**src/logic/neuro_cfg.svh**
```systemverilog
`ifndef NEURO_CFG_SVH
`define NEURO_CFG_SVH

// neuron and axon addressing
`define NEURON_CNT_W 6
`define NEURON_CNT (1 << `NEURON_CNT_W)
`define AXON_CNT_W 6
`define AXON_CNT (1 << `AXON_CNT_W)

// parameter values and learning window
`define DSIZE 16
`define STDP_WIN_W 8

// noc flit: header, vc, payload
`define HDR_W 2
`define PAYLOAD_W 32
`define FLIT_W 38

// readback word, wide enough for a zero-extended config word
`define RD_DATA_W 48

// timestep length in neuron_clk cycles
`define TIMESTEP_CYCLES 64

`endif

```
**src/logic/timestep_timer.sv**
```systemverilog
`timescale 1ns/1ps
`include "neuro_cfg.svh"

module timestep_timer
(
	input  logic neuron_clk,
	input  logic neuron_rst,
	output logic tick_o
);

	localparam int CNT_W = $clog2(`TIMESTEP_CYCLES);

	logic [CNT_W-1:0] cycle_cnt;

	assign tick_o = (cycle_cnt == CNT_W'(`TIMESTEP_CYCLES - 1));

	// wraps at the end of each timestep
	always_ff @(posedge neuron_clk or negedge neuron_rst)
	begin
		if (!neuron_rst)
			cycle_cnt <= '0;
		else if (tick_o)
			cycle_cnt <= '0;
		else
			cycle_cnt <= cycle_cnt + 1'b1;
	end

endmodule

```
**config.mk**
```make
export PLATFORM = sky130hd
export DESIGN_NAME = timestep_timer
export DESIGN_NICKNAME = d
export VERILOG_FILES = /design/src/logic/timestep_timer.sv
export VERILOG_INCLUDE_DIRS = /design/src /design/src/logic
export SDC_FILE = /design/constraint.sdc
export NUM_CORES = 1
export LEC_CHECK = 0
export BUFFER_PORTS_ARGS = -buffer_cell sky130_fd_sc_hd__buf_2
export CORE_AREA = 2 2 39 41
export DETAILED_ROUTE_END_ITERATION = 10
export DIE_AREA = 0 0 41 43
export PLACE_DENSITY = 0.39
export SLEW_MARGIN = 0
export SYNTH_ARGS = -nofsm -noshare
export SYNTH_HDL_FRONTEND = slang
export SYNTH_SLANG_ARGS = --single-unit
```
**constraint.sdc**
```tcl
create_clock -name neuron_clk -period 1.6 [get_ports neuron_clk]
set_input_delay 0.08 -clock neuron_clk [delete_from_list [all_inputs] [get_ports neuron_clk]]
set_output_delay 0.08 -clock neuron_clk [all_outputs]
set_load 0.005 [all_outputs]
```
==> flow_metrics.tcl <==
set metrics [dict create \
    status "finished, final reports clean" \
    cp_top_family "flip-flops" \
    fillCellCount 148 \
    grt_pass1_vias 188 \
    numPortBuffers 2 \
    internal_power_w 0.000240 \
    grt_overflow_total 0 \
    syn_to_final_growth_pct 26.8 \
    clkPwrFrac 0.467 \
    comb_power_share 0.018 \
    hold_path_class "in -> async" \
    largest_register_ffs 6 \
    slew_headroom 0.858 \
    die_y_um 43 \
    antenna_found_initial 0 \
    setup_slack_ns 0.203 \
    multi_input_area_um2 95.1 \
    dr.first_iter.drc_count 2 \
    coreArea_um2 1380 \
    cts_tree "built" \
    synth.area.top_cells "dfrtp_1, xor2_1, ha_1" \
    htreeDepth 1 \
    worst_pin_slew_ns 0.210 \
    yosys_warnings 0 \
    std_cell_rows 14 \
    wl_per_cell_um 9.14 \
    rsz0062_at_grt "no" \
    dp_slack_ns 0.394 \
    grt_max_degree 7 \
    finalSetupViolations 0 \
    synth_fp_nets 23 \
    ctsRootBufferMaster "clkbuf_4" \
    synth.largest_area_cell "dfrtp_1" \
    drive_gt1_frac 0.308 \
    yosysSeqAreaShare 0.619 \
    antenna_left 0 \
    ys_types 11 \
    critPathRequiredTime_ns 1.52 \
    initial_core_util 0.175 \
    register_area_um2 150 \
    synth-seq-cells 6 \
    syn_avg_cell_area_um2 12.1 \
    cts_buffer_depth 2 \
    largest_register "cycle_cnt" \
    drcViolationCount 0 \
    fin_worst_skew_ns 0.00810 \
    cts_buffers 3 \
    layout.nets 31 \
    drv_slew 0 \
    antennaDiodeCount 0 \
    synth_top_area_share 0.619 \
    p_sw_w 0.0000566 \
    switching_share 0.191 \
    cts.sinks 6 \
    period_minus_slack_ns 1.40 \
    cp_num_buf_inv 1 \
    arrival_ns 1.32 \
    die_x_um 41 \
    clk_latency_ns 0.25 \
    cp-start-kind "flop" \
    syn_area_um2 243 \
    cpMaxStageDelayCell "dfrtp_1" \
    p_total_w 0.000296 \
    reg_top3 "cycle_cnt x6" \
    critPathKind "reg -> out" \
    clkTransAtPathRegs_ns 0.05 \
    route.final.wire_length_um 384 \
    maxCapViolations 0 \
    vdd_drop_max_mv 0.360 \
    slowest_delay_ns 0.37 \
    synth_cells 20 \
    seqPwrFrac 0.514 \
    viasPerCell 3.93 \
    place_area_um2 273 \
    crit_path_cell_trace "ha_1 > nand3_1 > nor2_2 > buf_2" \
    post-route-period-util 0.873 \
    dieArea_um2 1760 \
    grt_pass1_wl_um 759 \
    vias 165 \
    fmax_ghz 0.716 \
    power_density_nw_per_um2 962 \
    p_leak_nw 0.141 \
    ios 3 \
    first_pass_iters 2 \
    crit_fanout 4 \
    hold_viol 0 \
    track_usage 0.0718 \
    gp_congestion 0.589 \
    fin_area_um2 308 \
    fin_tns_setup_ns 0 \
    end_kind "primary output" \
]
## cell usage in the layout, fill, tap and decap left out, types with 2 or more instances in the layout
cell / netlist / final
buf_2: 0 / 2
clkbuf_4: 0 / 3
dfrtp_1: 6 / 6
xor2_1: 2 / 2
nor2_1: 3 / 2
nand2_1: 2 / 2
## synth_stat cells
library cell	count
dfrtp_1	6
nor2_1	3
nand2_1	2
xor2_1	2
a21oi_2	1
ha_1	1
nand3_1	1
nand3_2	1
o21ai_0	1
or3_1	1
xnor2_1	1
## power groups by stage
stage / Sequential, W / Combinational [W] / Clock (W)
6_report: 0.000152 / 0.00000543 / 0.000138
2_1_floorplan: 0.000155 / 0.0000000000443 / 0
3_3_place_gp: 0.000155 / 0.00000388 / 0
4_1_cts: 0.000152 / 0.00000587 / 0.000144
5_1_grt: 0.000152 / 0.00000647 / 0.000155
3_5_place_dp: 0.000155 / 0.00000399 / 0
## cell type report
type	count	share of cell area
clock buffers	3	0.0732
multi-input cells	14	0.309
flip-flops and latches	6	0.488
well taps	16	0.0650
repair buffers	3	0.0650
## what timing repair did
item	CTS	global route
hold buffers	1	0
setup buffers	0	0
hold endpoints to repair	6	0
resized for setup	0	1
setup endpoints to repair	0	1
## cells by family (layout without fill, tap and decap cells)
group,count (synthesis),in the layout,share of synthesized area
AOI/OAI and AO/OA,2,2,0.0567
xor gates and xnor gates,3,3,0.108
adders and majority gates,1,1,0.0515
buffers and inverters,0,6,0
DFF,6,6,0.619
and+or+nand+nor,8,8,0.165
## path summary, 6_finish.rpt
check | depth (start not counted) | slack [ns] | endpoint | startpoint
min reg2reg | 1 | 0.47 | cycle_cnt[0] | cycle_cnt[0]
max in group asynchronous | 2 | 1.27 | cycle_cnt[0] | neuron_rst
max | 4 | 0.20 | tick_o | cycle_cnt[0]
max reg2reg | 4 | 0.49 | cycle_cnt[0] | cycle_cnt[0]
min in group neuron_clk | 1 | 0.47 | cycle_cnt[0] | cycle_cnt[0]
min | 2 | 0.18 | cycle_cnt[5] | neuron_rst
## layer usage
layer	wire length, um	vias to the layer above	part of all wire	GRT usage
met2	172	4	0.45	0.0938
met1	169	81	0.44	0.0757
met5	0	-	0	0
met4	0	0	0	0.0200
li1	-	80	-	-
met3	42	0	0.11	0.0785
## through the flow
| stage | utilization | hold slack [ns] | std cells |
|---|---|---|---|
| 5_1_grt | 0.222 | 0.203 | 42 |
| 3_3_place_gp | 0.197 | -0.0905 | 38 |
| 3_5_place_dp | 0.197 | -0.0887 | 38 |
| 4_1_cts | 0.221 | 0.186 | 42 |
| 2_1_floorplan | - | -0.216 | 20 |
| 6_report | 0.222 | 0.179 | 42 |
No activity file was read; power rests on OpenSTA's default activity.
