### config.mk
export PLATFORM = sky130hd
export DESIGN_NAME = spike_buffer
export DESIGN_NICKNAME = d
export VERILOG_FILES = /design/src/logic/spike_buffer.sv
export VERILOG_INCLUDE_DIRS = /design/src /design/src/logic
export SDC_FILE = /design/constraint.sdc
export NUM_CORES = 1
export LEC_CHECK = 0
export ABC_AREA = 1
export BUFFER_PORTS_ARGS = -buffer_cell sky130_fd_sc_hd__buf_2
export CAP_MARGIN = 15
export CORE_MARGIN = 1.5
export CORE_UTILIZATION = 55
export CTS_BUF_LIST = sky130_fd_sc_hd__clkbuf_8
export DETAILED_ROUTE_END_ITERATION = 16
export PLACE_DENSITY_LB_ADDON = 0.1
export SLEW_MARGIN = 25
export SYNTH_ARGS = -nofsm -noshare
export SYNTH_HDL_FRONTEND = slang
export SYNTH_SLANG_ARGS = --single-unit
export TNS_END_PERCENT = 30
### constraint.sdc
create_clock -name neuron_clk -period 0.8 [get_ports neuron_clk]
set_input_delay 0.16 -clock neuron_clk [delete_from_list [all_inputs] [get_ports neuron_clk]]
set_output_delay 0.16 -clock neuron_clk [all_outputs]
set_load 0.005 [all_outputs]
### src/logic/neuro_cfg.svh
`ifndef NEURO_CFG_SVH
`define NEURO_CFG_SVH

// neuron and axon addressing
`define NEURON_CNT_W 6
`define NEURON_CNT (1 << `NEURON_CNT_W)
`define AXON_CNT_W 6
`define AXON_CNT (1 << `AXON_CNT_W)

// parameter values and learning window
`define DSIZE 16
`define STDP_WIN_W 8

// noc flit: header, vc, payload
`define HDR_W 2
`define PAYLOAD_W 32
`define FLIT_W 38

// readback word, wide enough for a zero-extended config word
`define RD_DATA_W 48

// timestep length in neuron_clk cycles
`define TIMESTEP_CYCLES 64

`endif

### src/logic/spike_buffer.sv
`timescale 1ns/1ps
`include "neuro_cfg.svh"

module spike_buffer
(
	input  logic                    neuron_clk,
	input  logic                    neuron_rst,
	input  logic                    set_spike_i,
	input  logic [`AXON_CNT_W-1:0]  axon_id_i,
	input  logic                    tick_i,
	output logic [`AXON_CNT-1:0]    spike_vec_o,
	output logic                    spike_vec_valid_o
);

	logic [`AXON_CNT-1:0] spikes_q;

	always_ff @(posedge neuron_clk or negedge neuron_rst)
	begin
		if (!neuron_rst)
		begin
			spikes_q <= '0;
			spike_vec_o <= '0;
			spike_vec_valid_o <= 1'b0;
		end
		else
		begin
			spike_vec_valid_o <= tick_i;
			if (tick_i)
			begin
				spike_vec_o <= spikes_q;
				spikes_q <= '0;
			end
			// a set on tick goes to the next timestep
			if (set_spike_i)
				spikes_q[axon_id_i] <= 1'b1;
		end
	end

endmodule

==> results.sh <==
export IMPL_status="complete, but fails checks"
export IMPL_violations="negative setup slack"
export IMPL_die_h_um=97.6
export IMPL_synthesis_instances=528
export IMPL_grt_max_degree=67
export IMPL_detail_route_antenna_nets=0
export IMPL_arrival_ps=980
export IMPL_avgSynthCellArea_um2=9.32
export IMPL_grt_pass1_wl_um=18600
export IMPL_htree_levels=4
export IMPL_clockRootBuffer="clkbuf_8"
export IMPL_ys_ff_latch=129
export IMPL_grt_usage=0.251
export IMPL_cts_sinks=129
export IMPL_syn_area_mm2=0.00492
export IMPL_path_class="flip-flop to output port"
export IMPL_hold_viol=0
export IMPL_critPathLaunchType="flip-flop"
export IMPL_worst_pin_slew_ps=317
export IMPL_drive_gt1_frac=0.248
export IMPL_use_met2=0.403
export IMPL_first_iter_violations=232
export IMPL_grt_ovfl_total=0
export IMPL_viasPerCell=5.17
export IMPL_routed_wl_um=11100
export IMPL_fin_crit_ps=1140
export IMPL_clock_skew_ps=8.75
export IMPL_numCtsBuffers=17
export IMPL_first_pass_iters=6
export IMPL_cpLargestDelayFamily="flip-flops"
export IMPL_worstPathMaxFanout=2
export IMPL_clock_path_buffers=2
export IMPL_busiest_layer="met2"
export IMPL_wl_per_cell_um=14.5
export IMPL_worst_ir_drop_vdd_uv=1310
export IMPL_synthToLayoutAreaGrowth_pct=24.3
export IMPL_synth_most_common_cell="nand2_1"
export IMPL_crit_chain="buf_2"
export IMPL_timing_final_crit_share=1.42
export IMPL_slowest_delay_ps=410
export IMPL_synth_commonest_cells="286 x nand2_1, 129 x dfrtp_1, 50 x o21ai_0"
export IMPL_antenna_found_initial=0
export IMPL_r2r_setup_slack_ps=-70
export IMPL_clock_latency_ps=440
export IMPL_ys_seq_area_frac=0.656
export IMPL_setup_slack_ps=-337
export IMPL_dieArea_mm2=0.00952
export IMPL_ys_warn_count=0
export IMPL_synth_ff_type="dfrtp_1"
export IMPL_numPortBuffers=74
export IMPL_final_area_mm2=0.00612
export IMPL_via_count=3931
export IMPL_synth_cell_types=14
export IMPL_p_leak_nw=3.50
export IMPL_min_path_type="input port to flip-flop"
export IMPL_fin_tns_setup_ps=-19930
export IMPL_clock_fmax_mhz=880
export IMPL_drc=0
export IMPL_async_flop_share=1.00
export IMPL_io_pin_count=75
export IMPL_coreArea_mm2=0.00868
export IMPL_slowest_stage="dfrtp_1"
export IMPL_synth_top_area_frac=0.656
export IMPL_gp_congestion=0.822
export IMPL_power_density_mw_per_mm2=2130
export IMPL_use_met1=0.341
export IMPL_diodes=0
export IMPL_synth_nets=538
export IMPL_grt_pass1_vias=3793
export IMPL_synth_area_leaders="dfrtp_1 66%, nand2_1 22%, o21ai_0 5.1%"
export IMPL_place_hpwl_um=7230
export IMPL_start_util=0.567
export IMPL_relSlewSlack=0.789
export IMPL_crit_path_end_kind="output port"
export IMPL_rsz0062_at_grt="yes"
export IMPL_path_clk_slew_ps=70
export IMPL_slew_viol_final=0
export IMPL_num_rows=34
export IMPL_synth_edff_count=0
export IMPL_placed_cell_area_mm2=0.00559
export IMPL_dieWidth_um=97.6
export IMPL_critPathRequiredTime_ps=640
export IMPL_nNetsFinal=651
export IMPL_yosysTopAreaCell="dfrtp_1"
export IMPL_cap_violations=0
export IMPL_met3_usage=0.0626
export IMPL_cp_num_buf_inv=1
export IMPL_final_setup_viol_count=68
export IMPL_cts_tree="done"
## cell families (layout without fill, tap and decap cells)
family,count (synthesis),after routing,synth area share
AOI/OAI and AO/OA,50,50,0.0509
and+or+nand+nor,309,309,0.252
DFF,129,129,0.656
buffers and inverters,40,165,0.0409
## worst paths after layout
path	from	end	cells past startpoint
max	spike_vec_o[51]$_DFFE_PN0P_	spike_vec_o[51]	1
min	tick_i	spike_vec_valid_o$_DFF_PN0_	2
max reg2reg	spike_vec_o[48]$_DFFE_PN0P_	spike_vec_o[48]$_DFFE_PN0P_	4
min reg2reg	spike_vec_o[20]$_DFFE_PN0P_	spike_vec_o[20]$_DFFE_PN0P_	2
max in group asynchronous	neuron_rst	spikes_q[32]$_DFF_PN0_	3
min in group asynchronous	neuron_rst	spike_vec_o[32]$_DFFE_PN0P_	2
## where the power goes
group | internal (W) | switching [W] | leakage (nW)
sequential | 0.00661 | 0.0000503 | 1.79
clock | 0.00304 | 0.00256 | 0.190
combinational | 0.000263 | 0.000505 | 1.52
## registers in the layout, summed over array words and instances, names as in the netlist
name / count
spikes_q: 64
spike_vec_valid_o: 1
spike_vec_o: 64
## stage by stage
| stage | std cells | utilization | worst slack, ps | hold slack [ps] | total power [W] |
|---|---|---|---|---|---|
| floorplan | 528 | - | 9.45 | -136 | 0.00711 |
| global placement | 714 | 0.644 | -189 | 71.8 | 0.00752 |
| detailed placement | 714 | 0.644 | -205 | 75.3 | 0.00754 |
| CTS | 754 | 0.698 | -350 | 67.1 | 0.0131 |
| global route | 761 | 0.705 | -375 | 79.8 | 0.0135 |
| finish | 761 | 0.705 | -337 | 85.0 | 0.0130 |
## repair_timing
| action | in CTS | in global routing |
|---|---|---|
| setup endpoints to repair | 65 | 65 |
| resized for setup | 0 | 1 |
| endpoints found under the hold margin | 129 | 0 |
| cloned | 0 | 0 |
| setup buffers | 8 | 7 |
| hold buffers | 1 | 0 |
## cell usage in the layout, fill, tap and decap left out, types with 4 or more instances in the layout
cell | synthesis | final
inv_1 | 12 | 11
clkinv_2 | 0 | 5
nand4_1 | 4 | 4
dfrtp_1 | 129 | 129
o21ai_0 | 50 | 50
nand2_1 | 286 | 285
clkinvlp_4 | 0 | 5
buf_4 | 2 | 38
buf_2 | 21 | 73
nand3_1 | 11 | 11
nand3_2 | 4 | 4
clkbuf_8 | 0 | 17
buf_12 | 0 | 7
## per-layer routing
metal,up-vias,share of wire
met5,-,0
met4,0,0.011
met3,13,0.050
met2,115,0.49
met1,1932,0.45
li1,1871,-
## area by class of cell
type                            instances  area [um^2]
Clock inverter                         14          165
Sequential cell                       129         3230
Timing Repair Buffer                  119          801
Tap cell                              108          135
Inverter                               15         60.1
Fill cell                             700         2560
Clock buffer                           17          234
Multi-Input combinational cell        359         1490
Power figures use the tool's default switching activity.
