--- config.mk ---
export PLATFORM = sky130hd
export DESIGN_NAME = packet_assembler
export DESIGN_NICKNAME = d
export VERILOG_FILES = /design/src/logic/noc_pkg.sv /design/src/logic/neuro_pkg.sv /design/src/logic/packet_assembler.sv
export VERILOG_INCLUDE_DIRS = /design/src /design/src/logic
export SDC_FILE = /design/constraint.sdc
export NUM_CORES = 1
export LEC_CHECK = 0
export ABC_AREA = 1
export BUFFER_PORTS_ARGS = -buffer_cell sky130_fd_sc_hd__buf_2
export CAP_MARGIN = 20
export CORE_AREA = 2 2 94 96
export DETAILED_ROUTE_END_ITERATION = 16
export DIE_AREA = 0 0 96 98
export PLACE_DENSITY = 0.74
export SYNTH_ARGS = -nofsm -noshare
export SYNTH_HDL_FRONTEND = slang
export SYNTH_SLANG_ARGS = --single-unit
--- constraint.sdc ---
create_clock -name neuron_clk -period 1.15 [get_ports neuron_clk]
set_clock_uncertainty 0.1 [all_clocks]
set_input_delay 0 -clock neuron_clk [delete_from_list [all_inputs] [get_ports neuron_clk]]
set_output_delay 0 -clock neuron_clk [all_outputs]
set_load 0.05 [all_outputs]
--- src/logic/neuro_cfg.svh ---
`ifndef NEURO_CFG_SVH
`define NEURO_CFG_SVH

// neuron and axon addressing
`define NEURON_CNT_W 6
`define NEURON_CNT (1 << `NEURON_CNT_W)
`define AXON_CNT_W 6
`define AXON_CNT (1 << `AXON_CNT_W)

// parameter values and learning window
`define DSIZE 16
`define STDP_WIN_W 8

// noc flit: header, vc, payload
`define HDR_W 2
`define PAYLOAD_W 32
`define FLIT_W 38

// readback word, wide enough for a zero-extended config word
`define RD_DATA_W 48

// timestep length in neuron_clk cycles
`define TIMESTEP_CYCLES 64

`endif

--- src/logic/noc_pkg.sv ---
`include "neuro_cfg.svh"

package noc_pkg;

	// header bits at the top of every flit
	typedef enum logic [`HDR_W-1:0]
	{
		HDR_BODY   = 2'b00,
		HDR_TAIL   = 2'b01,
		HDR_HEAD   = 2'b10,
		HDR_SINGLE = 2'b11
	} flit_hdr_e;

	// payload seen as a neuron parameter write
	typedef struct packed
	{
		logic [3:0] pkt_type;
		logic [1:0] rsvd_hi;
		logic [`NEURON_CNT_W-1:0] neuron_id;
		logic [1:0] param_sel;
		logic [1:0] rsvd_lo;
		logic [`DSIZE-1:0] value;
	} param_flit_s;

	// payload seen as a spike
	typedef struct packed
	{
		logic [3:0] pkt_type;
		logic [9:0] rsvd_hi;
		logic [`AXON_CNT_W-1:0] axon_id;
		logic [11:0] rsvd_lo;
	} spike_flit_s;

	typedef union packed
	{
		param_flit_s param;
		spike_flit_s spike;
	} flit_payload_u;

endpackage

--- src/logic/neuro_pkg.sv ---
`include "neuro_cfg.svh"

package neuro_pkg;

	// packet types handled by this core
	typedef enum logic [3:0]
	{
		PKT_SPIKE     = 4'd0,
		PKT_BIAS      = 4'd1,
		PKT_THRESHOLD = 4'd2,
		PKT_POTENTIAL = 4'd3,
		PKT_CONFIG_A  = 4'd6
	} pkt_type_e;

	// field select inside a config-A packet
	typedef enum logic [1:0]
	{
		SEL_LTP    = 2'd0,
		SEL_LTD    = 2'd1,
		SEL_WINDOW = 2'd2
	} param_sel_e;

	// learning config word, one per neuron
	typedef struct packed
	{
		logic [`DSIZE-1:0] ltp_rate;
		logic [`DSIZE-1:0] ltd_rate;
		logic [`STDP_WIN_W-1:0] stdp_window;
	} config_a_s;

	// readback selector
	typedef enum logic [1:0]
	{
		RD_BIAS      = 2'd0,
		RD_THRESHOLD = 2'd1,
		RD_POTENTIAL = 2'd2,
		RD_CONFIG    = 2'd3
	} mem_sel_e;

endpackage

--- src/logic/packet_assembler.sv ---
`timescale 1ns/1ps
`include "neuro_cfg.svh"

module packet_assembler
(
	input  logic                         neuron_clk,
	input  logic                         neuron_rst,
	input  noc_pkg::flit_payload_u       payload_i,
	input  logic                         load_head_i,
	input  logic                         load_field_i,
	output neuro_pkg::pkt_type_e         pkt_type_o,
	output logic [`NEURON_CNT_W-1:0]     neuron_id_o,
	output logic [`AXON_CNT_W-1:0]       axon_id_o,
	output logic [`DSIZE-1:0]            status_value_o,
	output neuro_pkg::config_a_s         config_word_o
);

	neuro_pkg::pkt_type_e  pkt_type_q;
	neuro_pkg::pkt_type_e  cur_type;
	neuro_pkg::param_sel_e field_sel;
	logic [`NEURON_CNT_W-1:0] neuron_id_q;
	logic [`AXON_CNT_W-1:0]   axon_id_q;
	logic [`DSIZE-1:0]        value_q;
	neuro_pkg::config_a_s     config_q;
	logic                     is_status;

	// the head flit carries the type for itself
	assign cur_type = load_head_i ? neuro_pkg::pkt_type_e'(payload_i.param.pkt_type)
		: pkt_type_q;
	assign field_sel = neuro_pkg::param_sel_e'(payload_i.param.param_sel);
	assign is_status = (cur_type == neuro_pkg::PKT_BIAS) ||
		(cur_type == neuro_pkg::PKT_THRESHOLD) ||
		(cur_type == neuro_pkg::PKT_POTENTIAL);

	// type and ids from the head flit
	always_ff @(posedge neuron_clk or negedge neuron_rst)
	begin
		if (!neuron_rst)
		begin
			pkt_type_q <= neuro_pkg::PKT_SPIKE;
			neuron_id_q <= '0;
			axon_id_q <= '0;
		end
		else if (load_head_i)
		begin
			pkt_type_q <= cur_type;
			if (cur_type == neuro_pkg::PKT_SPIKE)
				axon_id_q <= payload_i.spike.axon_id;
			else
				neuron_id_q <= payload_i.param.neuron_id;
		end
	end

	// value fields, later flits overwrite
	always_ff @(posedge neuron_clk or negedge neuron_rst)
	begin
		if (!neuron_rst)
		begin
			value_q <= '0;
			config_q <= '0;
		end
		else
		begin
			if (load_head_i)
				config_q <= '0;
			if (load_field_i && is_status)
				value_q <= payload_i.param.value;
			if (load_field_i && (cur_type == neuro_pkg::PKT_CONFIG_A))
			begin
				case (field_sel)
					neuro_pkg::SEL_LTP:
						config_q.ltp_rate <= payload_i.param.value;
					neuro_pkg::SEL_LTD:
						config_q.ltd_rate <= payload_i.param.value;
					neuro_pkg::SEL_WINDOW:
						config_q.stdp_window <= payload_i.param.value[`STDP_WIN_W-1:0];
					default:
						;
				endcase
			end
		end
	end

	assign pkt_type_o = pkt_type_q;
	assign neuron_id_o = neuron_id_q;
	assign axon_id_o = axon_id_q;
	assign status_value_o = value_q;
	assign config_word_o = config_q;

endmodule

==> metrics.txt <==
outcome=finished with violations; failing checks=negative hold slack, negative setup slack; min cycle time layout=1.47 ns; Slew Limit Fails=0; Max Cap Violations=0; PD cells=~1400 nW/um2; RSZ-0062 raised after global routing=yes; hold_ws=-0.146 ns; layout cells sized above 1=30.2%; Synth Cell Area=around 3800 um2; DRT Pass-1 Iters=5; CP max FO=8; DRC=0; Worst-Margin Slew=0.455 ns; starting density of the core=45.3%; post-synthesis sequential area ratio=47.0%; Final HPWL DP=between 7000 and 8000 um; Via-to-Cell Ratio=5.21; initial antenna violation count=0; element type at the critical path start=register; design area=5420 um2; I/O pins=108; first-pass GRT wire length=roughly 19000 um; FF+latch area=around 1800 um2; final wirelength=11900 um; Async SR Flop Fraction=100%; Vias=4114; area of the multi-input gates=1730 um2; Chip Width=96 um; Port Buf Inserts=105; fin nets=713; Sink Count=about 70; worst slack, placed=-0.233 ns; most frequently used flop master after synthesis=dfrtp_1; routability congestion estimate=just over 0.8; filler cell count=726; R2R depth=7; Rows=34; All-Layer GR Usage=25.5%; CP endpoint kind=register; area post-placement=4570 um2; worst setup margin=-0.320 ns; Slew HR=69.6%; count of final hold-check violations=21; yosys warns=0; Yosys top cell area share=a little under half; critical path type=reg -> reg; Worst-path clk slew=0.08 ns; Root Driver=clkbuf_8; flop and latch count out of synthesis=72; ANT nets after route=0; CTS buffer count=9; Post-Synthesis Cells=534; total grt overflow=0; Hold Crit Class=in -> reg; DR iter-0 viols=294; deepest clock path buffer count=2; largest net degree at the start of global routing=41; crit path DAT=1.60 ns; Leak Pwr=roughly 3.0 nW; placed instance count=739; number of synthesized flops with an enable pin=0; Max rail drop VDD=0.000803 V; DR WL/cell=approximately 15 um; Post-Syn Nets=570; Max Clk Rate=680 MHz; CTS tree=yes; largest area contributor in the netlist=dfrtp_1; die area=roughly 9400 um2; hold-critical path depth=3; Final period util=128%; Clk Latency, worst-skew pair=0.35 ns; average size of a mapped cell=approximately 7.2 um2; DIE HEIGHT=98 um; largest cells by area after synthesis=dfrtp_1 47%, nand2_1 20%, nand3_1 6.9%; vias in the first global route=3934; post-route insts no fill=790; CTS Hold Bufs=26; Critical Path RT=1.28 ns; Ant. Diodes=0; synth unique cells=18; P&R area growth vs syn=41.5%; final setup fails=69; H-Tree Depth=3; CORE AREA=8470 um2
## state kept, by name, summed over array words and instances (netlist names)
name,flops
config_word_o,40
status_value_o,16
axon_id_o,6
neuron_id_o,6
pkt_type_o,4
## cells by family (layout without fill, tap and decap cells)
group | after synthesis | after routing | share of synthesized area [%]
AO/OA/AOI/OAI | 40 | 40 | 5.23
buffers and inverters | 98 | 245 | 11.3
flip-flops | 72 | 72 | 47.0
AND/OR/NAND/NOR | 324 | 325 | 36.4
## cell usage after synthesis, types with 3 or more instances
master,instances
nand2_1,201
dfrtp_1,72
inv_1,66
nand3_1,53
nor2_1,41
o21ai_0,40
nand4_1,16
buf_2,15
clkbuf_1,7
buf_6,6
nand2_2,6
buf_1,3
## repair_timing
item,CTS,global route
pin swaps,11,3
endpoints found under the setup margin,71,73
hold endpoints to repair,113,3
setup buffers,5,0
gates resized for setup,31,33
cloned,3,2
## worst max-delay path, cell delays in order, from the launching register on
cell,delay [ns]
dfrtp_2,0.41
nand2_2,0.08
nand2_4,0.07
buf_6,0.12
nor2_8,0.19
nand3_4,0.17
nand2_1,0.12
nand2_1,0.08
## report_power, final
part / total (W) / switching (W) / internal, W / leakage (nW)
Combinational: 0.00225 / 0.00162 / 0.000625 / 1.88
Sequential: 0.00292 / 0.000148 / 0.00277 / 0.953
Clock: 0.00253 / 0.000973 / 0.00156 / 0.126
Total: 0.00769 / 0.00275 / 0.00495 / 2.96
## path summary, 6_finish.rpt
kind                                   startpoint                  to  slack (ns)
worst max-delay path                pkt_type_o[2]  status_value_o[15]       -0.32
worst min-delay path                payload_i[30]       pkt_type_o[2]       -0.15
worst max register to register      pkt_type_o[2]  status_value_o[15]       -0.32
worst min register to register  status_value_o[4]   status_value_o[4]        0.37
max in group asynchronous              neuron_rst   config_word_o[30]        0.43
min in group asynchronous              neuron_rst    config_word_o[3]       -0.03
## through the flow
step	total power [W]	utilization (%)	TNS, ns
6_report	0.00769	64.1	-18.23
5_1_grt	0.00798	64.1	-22.41
4_1_cts	0.00761	62.4	-14.74
3_5_place_dp	0.00493	54.0	-13.16
3_3_place_gp	0.00489	54.0	-11.16
2_1_floorplan	0.00432	-	-17.85
## layout make-up
class / instances / area share, %
Sequential cell: 72 / 33.3
Timing Repair Buffer: 162 / 22.9
Clock buffer: 11 / 2.79
Inverter: 67 / 4.68
Tap cell: 108 / 2.49
Clock inverter: 5 / 1.89
Multi-Input combinational cell: 365 / 31.9
## layer usage
layer / track usage [%] / vias to the layer above / share of wire (%)
li1: - / 1940 / -
met1: 32.1 / 1952 / 39
met2: 41.9 / 182 / 51
met3: 4.86 / 40 / 6.2
met4: 11.9 / 0 / 4.0
met5: 0 / - / 0
## cells in the final DEF, fill, tap and decap left out, drive strengths merged
cell / instances
buf: 132
clkinvlp: 1
o21ai: 40
inv: 67
dlygate4sd3: 26
nand2: 209
nand3: 55
nand4: 16
dfrtp: 72
clkbuf: 15
clkinv: 1
nor2: 45
bufinv: 3
(Power assumes the default switching activity.)
