===== src/logic/neuro_cfg.svh =====
`ifndef NEURO_CFG_SVH
`define NEURO_CFG_SVH

// neuron and axon addressing
`define NEURON_CNT_W 6
`define NEURON_CNT (1 << `NEURON_CNT_W)
`define AXON_CNT_W 6
`define AXON_CNT (1 << `AXON_CNT_W)

// parameter values and learning window
`define DSIZE 16
`define STDP_WIN_W 8

// noc flit: header, vc, payload
`define HDR_W 2
`define PAYLOAD_W 32
`define FLIT_W 38

// readback word, wide enough for a zero-extended config word
`define RD_DATA_W 48

// timestep length in neuron_clk cycles
`define TIMESTEP_CYCLES 64

`endif


===== src/logic/noc_pkg.sv =====
`include "neuro_cfg.svh"

package noc_pkg;

	// header bits at the top of every flit
	typedef enum logic [`HDR_W-1:0]
	{
		HDR_BODY   = 2'b00,
		HDR_TAIL   = 2'b01,
		HDR_HEAD   = 2'b10,
		HDR_SINGLE = 2'b11
	} flit_hdr_e;

	// payload seen as a neuron parameter write
	typedef struct packed
	{
		logic [3:0] pkt_type;
		logic [1:0] rsvd_hi;
		logic [`NEURON_CNT_W-1:0] neuron_id;
		logic [1:0] param_sel;
		logic [1:0] rsvd_lo;
		logic [`DSIZE-1:0] value;
	} param_flit_s;

	// payload seen as a spike
	typedef struct packed
	{
		logic [3:0] pkt_type;
		logic [9:0] rsvd_hi;
		logic [`AXON_CNT_W-1:0] axon_id;
		logic [11:0] rsvd_lo;
	} spike_flit_s;

	typedef union packed
	{
		param_flit_s param;
		spike_flit_s spike;
	} flit_payload_u;

endpackage


===== src/logic/neuro_pkg.sv =====
`include "neuro_cfg.svh"

package neuro_pkg;

	// packet types handled by this core
	typedef enum logic [3:0]
	{
		PKT_SPIKE     = 4'd0,
		PKT_BIAS      = 4'd1,
		PKT_THRESHOLD = 4'd2,
		PKT_POTENTIAL = 4'd3,
		PKT_CONFIG_A  = 4'd6
	} pkt_type_e;

	// field select inside a config-A packet
	typedef enum logic [1:0]
	{
		SEL_LTP    = 2'd0,
		SEL_LTD    = 2'd1,
		SEL_WINDOW = 2'd2
	} param_sel_e;

	// learning config word, one per neuron
	typedef struct packed
	{
		logic [`DSIZE-1:0] ltp_rate;
		logic [`DSIZE-1:0] ltd_rate;
		logic [`STDP_WIN_W-1:0] stdp_window;
	} config_a_s;

	// readback selector
	typedef enum logic [1:0]
	{
		RD_BIAS      = 2'd0,
		RD_THRESHOLD = 2'd1,
		RD_POTENTIAL = 2'd2,
		RD_CONFIG    = 2'd3
	} mem_sel_e;

endpackage


===== src/logic/decoder_fsm.sv =====
`timescale 1ns/1ps

module decoder_fsm
(
	input  logic                  neuron_clk,
	input  logic                  neuron_rst,
	input  logic                  flit_valid_i,
	input  noc_pkg::flit_hdr_e    flit_hdr_i,
	input  neuro_pkg::pkt_type_e  pkt_type_i,
	output logic                  flit_ready_o,
	output logic                  load_head_o,
	output logic                  load_field_o,
	output logic                  wr_status_o,
	output logic                  wr_config_o,
	output logic                  set_spike_o
);

	typedef enum logic [1:0]
	{
		ST_IDLE,
		ST_BUFFER,
		ST_WRITE
	} state_e;

	state_e state_q;
	state_e state_d;
	logic   flit_hs;

	assign flit_ready_o = (state_q != ST_WRITE);
	assign flit_hs = flit_valid_i & flit_ready_o;

	always_ff @(posedge neuron_clk or negedge neuron_rst)
	begin
		if (!neuron_rst)
			state_q <= ST_IDLE;
		else
			state_q <= state_d;
	end

	// next state and flit loads
	always_comb
	begin
		state_d = state_q;
		load_head_o = 1'b0;
		load_field_o = 1'b0;
		case (state_q)
			ST_IDLE, ST_BUFFER:
			begin
				if (flit_hs)
				begin
					case (flit_hdr_i)
						noc_pkg::HDR_HEAD:
						begin
							load_head_o = 1'b1;
							load_field_o = 1'b1;
							state_d = ST_BUFFER;
						end
						noc_pkg::HDR_SINGLE:
						begin
							load_head_o = 1'b1;
							load_field_o = 1'b1;
							state_d = ST_WRITE;
						end
						noc_pkg::HDR_BODY:
							load_field_o = (state_q == ST_BUFFER);
						noc_pkg::HDR_TAIL:
						begin
							// stray tail outside a packet is dropped
							if (state_q == ST_BUFFER)
							begin
								load_field_o = 1'b1;
								state_d = ST_WRITE;
							end
						end
						default:
							state_d = state_q;
					endcase
				end
			end
			ST_WRITE:
				state_d = ST_IDLE;
			default:
				state_d = ST_IDLE;
		endcase
	end

	// one strobe in write, picked by the latched type
	always_comb
	begin
		wr_status_o = 1'b0;
		wr_config_o = 1'b0;
		set_spike_o = 1'b0;
		if (state_q == ST_WRITE)
		begin
			case (pkt_type_i)
				neuro_pkg::PKT_SPIKE:
					set_spike_o = 1'b1;
				neuro_pkg::PKT_BIAS, neuro_pkg::PKT_THRESHOLD, neuro_pkg::PKT_POTENTIAL:
					wr_status_o = 1'b1;
				neuro_pkg::PKT_CONFIG_A:
					wr_config_o = 1'b1;
				default:
					wr_status_o = 1'b0;
			endcase
		end
	end

endmodule


===== config.mk =====
export PLATFORM = sky130hd
export DESIGN_NAME = decoder_fsm
export DESIGN_NICKNAME = d
export VERILOG_FILES = /design/src/logic/noc_pkg.sv /design/src/logic/neuro_pkg.sv /design/src/logic/decoder_fsm.sv
export VERILOG_INCLUDE_DIRS = /design/src /design/src/logic
export SDC_FILE = /design/constraint.sdc
export NUM_CORES = 1
export LEC_CHECK = 0
export BUFFER_PORTS_ARGS = -buffer_cell sky130_fd_sc_hd__buf_4
export CELL_PAD_IN_SITES_DETAIL_PLACEMENT = 1
export CELL_PAD_IN_SITES_GLOBAL_PLACEMENT = 1
export CORE_AREA = 2 2 39 41
export CTS_CLUSTER_DIAMETER = 200
export DETAILED_ROUTE_END_ITERATION = 6
export DIE_AREA = 0 0 41 43
export PLACE_DENSITY = 0.53
export SLEW_MARGIN = 20
export SYNTH_ARGS = -nofsm -noshare
export SYNTH_HDL_FRONTEND = slang
export SYNTH_SLANG_ARGS = --single-unit

===== constraint.sdc =====
create_clock -name neuron_clk -period 1.16 [get_ports neuron_clk]
set_clock_uncertainty 0.2 [all_clocks]
set_input_delay 0.232 -clock neuron_clk [delete_from_list [all_inputs] [get_ports neuron_clk]]
set_output_delay 0.232 -clock neuron_clk [all_outputs]
set_load 0.01 [all_outputs]

==> impl_results.md, run 1 <==
* Final GP Congestion at 0.514
* Status: finished with violations
* CTS sink cnt at 2
* Die Wd at 41 um
* Count of cell types in the netlist at 12
* Die Y at approximately 43 um
* Final ANT Viol Nets at 0
* Worst path max stage delay at 370 ps
* Tmin final at around 1600 ps
* Worst path required time at approximately 730 ps
* Mapped Area at approximately 150 sq um
* Initial antenna violation count at 0
* Max Cap Viol at 0
* Row count at 14
* Crit start category: flip-flop
* Final period util at 1.37
* First-pass GRT wire length at 966 um
* Num ports at 15
* Vias in the first global route at 249
* Total Wirelength at 687 um
* Largest net degree at the start of global routing at 6
* Max-slew headroom at 0.846
* CTS tree: done
* Sequential-to-total area share from yosys stat at 0.331
* Biggest regs: state_q x2
* Post-synth top cells: 2 x dfrtp_1, 2 x nor4_2
* Crit path cell chain: nand2b_4, nor4_4, buf_4
* CP Class: reg2out
* CP Capture Type: output pin
* Top post-synthesis cells by area: dfrtp_1 33%, nor4_2 17%, nor4b_2 9.9%, nor4bb_1 6.6%, and3b_1 5.8%
* Synthesized Nets at 23
* CTS clk-pin slew, worst paths at 30 ps
* Slew @ Worst Pin at around 230 ps
* Synthesized instance count at 14
* Synth warnings at 0
* Vias per cell at 4.04
* Die ar. at about 1800 sq um
* Slack of the critical path at -433 ps
* Slowest CP cell: dfrtp_1
* Core area at 1380 sq um
* Htree depth at 1
* Main synth FF type: dfrtp_1
* Starting density of the core at 0.109
* Drt drc at 0
* Final Core Density at 0.296
* PD cells at between 800 and 900 nW/um^2
* Reg with most FFs: state_q
* Number of CTS-inserted buffers at 3
* Post-synthesis async set-or-reset flop share at 1.00
* Maximum root-to-sink buffer count at 2
* Worst min-delay path class: in2reg
* Post-synth top area share at 0.331
* Fmax at 628 MHz
* RSZ-0062 raised after global routing: true
* Clk root buf: clkbuf_4
* Slew Limit Fails at 0
* Static leakage at 0.187 nW
* Peak supply drop at 0.510 mV
* Final Hold Viols at 0
* Area delta synth->final at 170%
* Final setup fails at 7
* Share of cells above drive strength 1 at 0.763
* Vias at 218
* Post-synth top area cell: dfrtp_1
* Syn_area_per_cell at 10.8 sq um
* ANT cells at 0
* Maximum fanout along the worst path at 4
* WP data arrival at 1160 ps
* Per-cell routed wire length at 12.7 um
* Setup Slack @ Placement at -225 ps
* Violated checks: setup timing
* Synth Register Bits at 2
* First-pass DRT Iterations at 1
* EDFF count, synth at 0
* Final nets at 49
* Grt total ovfl at 0
* Flip-flop count of the largest register after layout at 2
* Input/output buffers at 14
* Gr usage total at 0.0863
* Clock Latency Late Sink at roughly 220 ps
* Initial detailed-routing violation count at 0
cell usage in the layout (no fill, tap or decap), types with 2 or more instances in the layout:
cell and instances:
buf_4 17, clkbuf_4 3, nor4_4 2, dlygate4sd3_1 2
buf_6 2
metrics by stage:
stage / TNS, ps / instance area, sq um / power (mW) / hold WS (ps) / instances
after floorplan: -309 / 183 / 0.119 / -264 / 14
after global placement: -611 / 323 / 0.173 / -185 / 46
after detailed placement: -804 / 323 / 0.179 / -184 / 46
after CTS: -2290 / 398 / 0.364 / 17.0 / 53
after global routing: -2680 / 409 / 0.379 / 38.0 / 54
final: -2340 / 409 / 0.356 / 31.1 / 54
per-layer routing:
layer / routed length (um) / share of wire / global-route usage
met4: 10 / 0.015 / 0.0600
met1: 207 / 0.30 / 0.0675
met5: 0 / 0 / 0
met2: 399 / 0.58 / 0.156
met3: 69 / 0.10 / 0.0314
critical path, delay by kind of cell, from the launching register on:
family	cells	cell delay, ps
and+or+nand+nor	2	420
buffers and inverters	1	160
DFF	1	370
timing repair:
| action | 4_1_cts | 5_1_grt |
|---|---|---|
| endpoints found under the hold margin | 3 | 0 |
| hold buffers | 2 | 0 |
| endpoints found under the setup margin | 6 | 7 |
| gates cloned | 0 | 0 |
| pin swaps | 1 | 1 |
| gates resized for setup | 5 | 1 |
| buffers inserted | 3 | 1 |
layout make-up:
cell class,instances,area [sq um]
Fill cell,155,975
Timing Repair Buffer,21,170
Multi-Input combinational cell,12,145
Sequential cell,2,51.3
Clock buffer,3,22.5
Tap cell,16,20.0
worst paths after layout:
check | from | endpoint | depth (start not counted) | slack (ps)
worst max register to register | state_q[0] | state_q[1] | 3 | 100
worst min register to register | state_q[1] | state_q[1] | 1 | 320
max in group asynchronous | neuron_rst | state_q[1] | 2 | 530
worst min-delay path | flit_valid_i | state_q[0] | 2 | 30
worst max-delay path | state_q[0] | wr_config_o | 3 | -430
min in group asynchronous | neuron_rst | state_q[1] | 2 | 130
where the power goes:
| group | switching, mW | internal [mW] |
|---|---|---|
| logic | 0.0507 | 0.0703 |
| registers | 0.00603 | 0.0772 |
| clock network | 0.0379 | 0.114 |
cells by family (layout without fill, tap and decap cells):
| kind of cell | after synthesis | in the layout | share of synthesized area |
|---|---|---|---|
| simple gates | 10 | 10 | 0.587 |
| compound gates | 2 | 2 | 0.0826 |
| flops | 2 | 2 | 0.331 |
| buf+inv | 0 | 24 | 0 |
No activity file was read; power rests on OpenSTA's default activity.
==> inputs of run 2 (changes only) <==
Settings changed: ABC_AREA from default to 1, PLACE_DENSITY 0.53 to 0.59.
==> run 2 against run 1 <==
- the run still ends with setup timing left
- combinational power shrank 13%
- core utilization shrank 1.4 points
- via count increased by 26%
- design area down 4.6%
- total power is 5.3% lower
- clock power is essentially flat
- sequential cell count stayed put
- highest routed layer unchanged
==> impl_results.md, run 2 <==
* Final GP Congestion at around 0.60
* First-pass GRT wire length at 814 um
* Die ar. at 1760 sq um
* Area delta synth->final at 138%
* CTS clk-pin slew, worst paths at 30 ps
* R2R Path End: state_q[0]
* Crit start category: flip-flop
* First-pass DRT Iterations at 3
* Slowest CP cell: dfrtp_1
* Maximum root-to-sink buffer count at 2
* Vias per cell at 4.03
* Slew @ Worst Pin at 147 ps
* ANT cells at 0
* Final period util at 1.26
* Largest net degree at the start of global routing at 5
* Biggest regs: state_q x2
* Worst Hold Margin at between 70 and 80 ps
* CP Capture Type: output pin
* Most frequent cell after synthesis: nor2_1
* Initial detailed-routing violation count at 1
* Final setup fails at 8
* Max-slew headroom at 0.901
* Worst path required time at 730 ps
* Htree depth at 1
* Syn_area_per_cell at 5.85 sq um
* Synth Register Bits at 2
* Placed cell count at just over 60
* Vias in the first global route at 225
* Per-cell routed wire length at 8.79 um
* CTS tree: done
* Post-synthesis mux area share at 0
* Hold-critical path endpoint: state_q[1]
* Starting density of the core at 0.118
* Setup slack, reg-to-reg at -20 ps
* Final ANT Viol Nets at 0
* Hold path depth at 3
* Synth warnings at 0
* Post-Synth Adder-Cell Area at 0
* WP data arrival at about 1000 ps
* Mapped Area at 164 sq um
* Share of cells above drive strength 1 at 0.577
* FF+latch area at 50.0 sq um
* Setup Slack @ Placement at -95.9 ps
* Largest family of logic cells by synthesized area: simple AND/OR/NAND/NOR gates
* Final Core Density at 0.282
* PD cells at 864 nW/um^2
* Commonest non-fill, non-tap cell in the layout: buf_4
* Multi-input logic area at between 100 and 150 sq um
* Slack of the critical path at -306 ps
* Number of CTS-inserted buffers at 3
* Post-synth top cells: 8 x nor2_1, 5 x nand2_1, 3 x inv_1
* Clock Latency Late Sink at 220 ps
* Synthesized instance count at 28
* Post-synth top area share at 0.305
* Sequential-to-total area share from yosys stat at 0.305
* Die Y at 43 um
* Fmax at 682 MHz
* Status: finished with violations
* Final Hold Viols at 0
* XOR/XNOR Fraction of Synth Area at 0
* Drt drc at 0
* RSZ-0062 raised after global routing: true
* Top post-synthesis cells by area: dfrtp_1 31%, nor2_1 18%, nand2_1 11%, inv_1 6.9%, a21oi_1 6.1%
* R2r worst-path depth at 5
* CTS sink cnt at 2
* R2R Path Start: state_q[1]
* Post-synth top area cell: dfrtp_1
* Core area at 1380 sq um
* CP Class: reg2out
* Synth Area in Compound Gates at 0.122
* Static leakage at 0.206 nW
* Maximum fanout along the worst path at 3
* Max Cap Viol at 0
* Final non-filler cell total at 68
* Tmin final at 1470 ps
* Commonest non-fill, non-tap cells in the layout: 18 x buf_4, 7 x nor2_1, 4 x nand2_1, 3 x inv_1, 3 x clkbuf_4
* Filler cell count at 177
* Post-synthesis async set-or-reset flop share at 1.00
* Gr usage total at 0.0733
* Synthesized Nets at 37
* Worst min-delay path class: in2reg
* Flip-flop count of the largest register after layout at 2
* Clk root buf: clkbuf_4
* Violated checks: setup timing
* Crit path cell chain: inv_1, nand2_2, a21oi_2, buf_4
* Total Wirelength at 598 um
* Main synth FF type: dfrtp_1
* Input/output buffers at 14
* Worst path max stage delay at approximately 410 ps
* Grt total ovfl at 0
* Worst hold start: flit_hdr_i[1]
* Slew Limit Fails at 0
* Die Wd at 41 um
* EDFF count, synth at 0
* Initial antenna violation count at 0
* Post-Synth Simple-Gate Area at 0.481
* Final Total Pwr at ~0.34 mW
* Final nets at 63
* Reg with most FFs: state_q
* Peak supply drop at 0.448 mV
* Count of cell types in the netlist at 12
* Post-detail-place hpwl at 431 um
* Vias at around 270
* Row count at 14
* Num ports at 15
[run 2: how the worst max path moves through the flow]
stage | from | to | slack (ps) | depth (start not counted)
final | state_q[1] | load_field_o | -310 | 4
after global routing | state_q[1] | load_field_o | -370 | 4
after CTS | state_q[1] | load_field_o | -320 | 4
after detailed placement | state_q[0] | wr_config_o | -100 | 5
after global placement | state_q[0] | wr_config_o | -70 | 5
after floorplan | state_q[0] | wr_config_o | -8 | 4
[run 2: repair_timing]
action                                 4_1_cts  5_1_grt
endpoints found under the hold margin        2        0
gates cloned                                 0        0
pin swaps                                    3        1
resized for setup                            4        2
setup endpoints to repair                    6        8
buffers inserted                             3        0
hold buffers                                 1        0
[run 2: cell families after synthesis]
family,Yosys count
compound gates,4
buf+inv,4
flops,2
simple gates,18
[run 2: cell type report]
| type | count | share of cell area |
|---|---|---|
| clock buffers | 3 | 0.0577 |
| inverters | 4 | 0.0385 |
| multi-input cells | 22 | 0.295 |
| flip-flops and latches | 2 | 0.128 |
| well taps | 16 | 0.0513 |
| repair buffers | 21 | 0.429 |
[run 2: stage by stage]
step	TNS, ps	cell area, sq um
after global routing	-2090	390
after CTS	-1680	384
final	-1640	390
after global placement	-215	314
after floorplan	-7.99	166
after detailed placement	-267	314
[run 2: worst max-delay path, delay by kind of cell, from the launching register on]
kind	cells	cell delay [ps]
flops	1	410
buf+inv	2	230
compound gates	1	100
simple gates	1	70
[run 2: routing by layer]
metal	wire length (um)	global-route usage
met2	327	0.119
met1	200	0.0643
met5	0	0
met4	13	0.0800
met3	56	0.0157
[run 2: report_power, final]
group          total (mW)  leakage [nW]  switching (mW)  internal, mW
registers          0.0797        0.0265         0.00432        0.0754
clock network       0.152        0.0138          0.0385         0.114
logic               0.105         0.166          0.0448        0.0604
total               0.337         0.206          0.0876         0.250
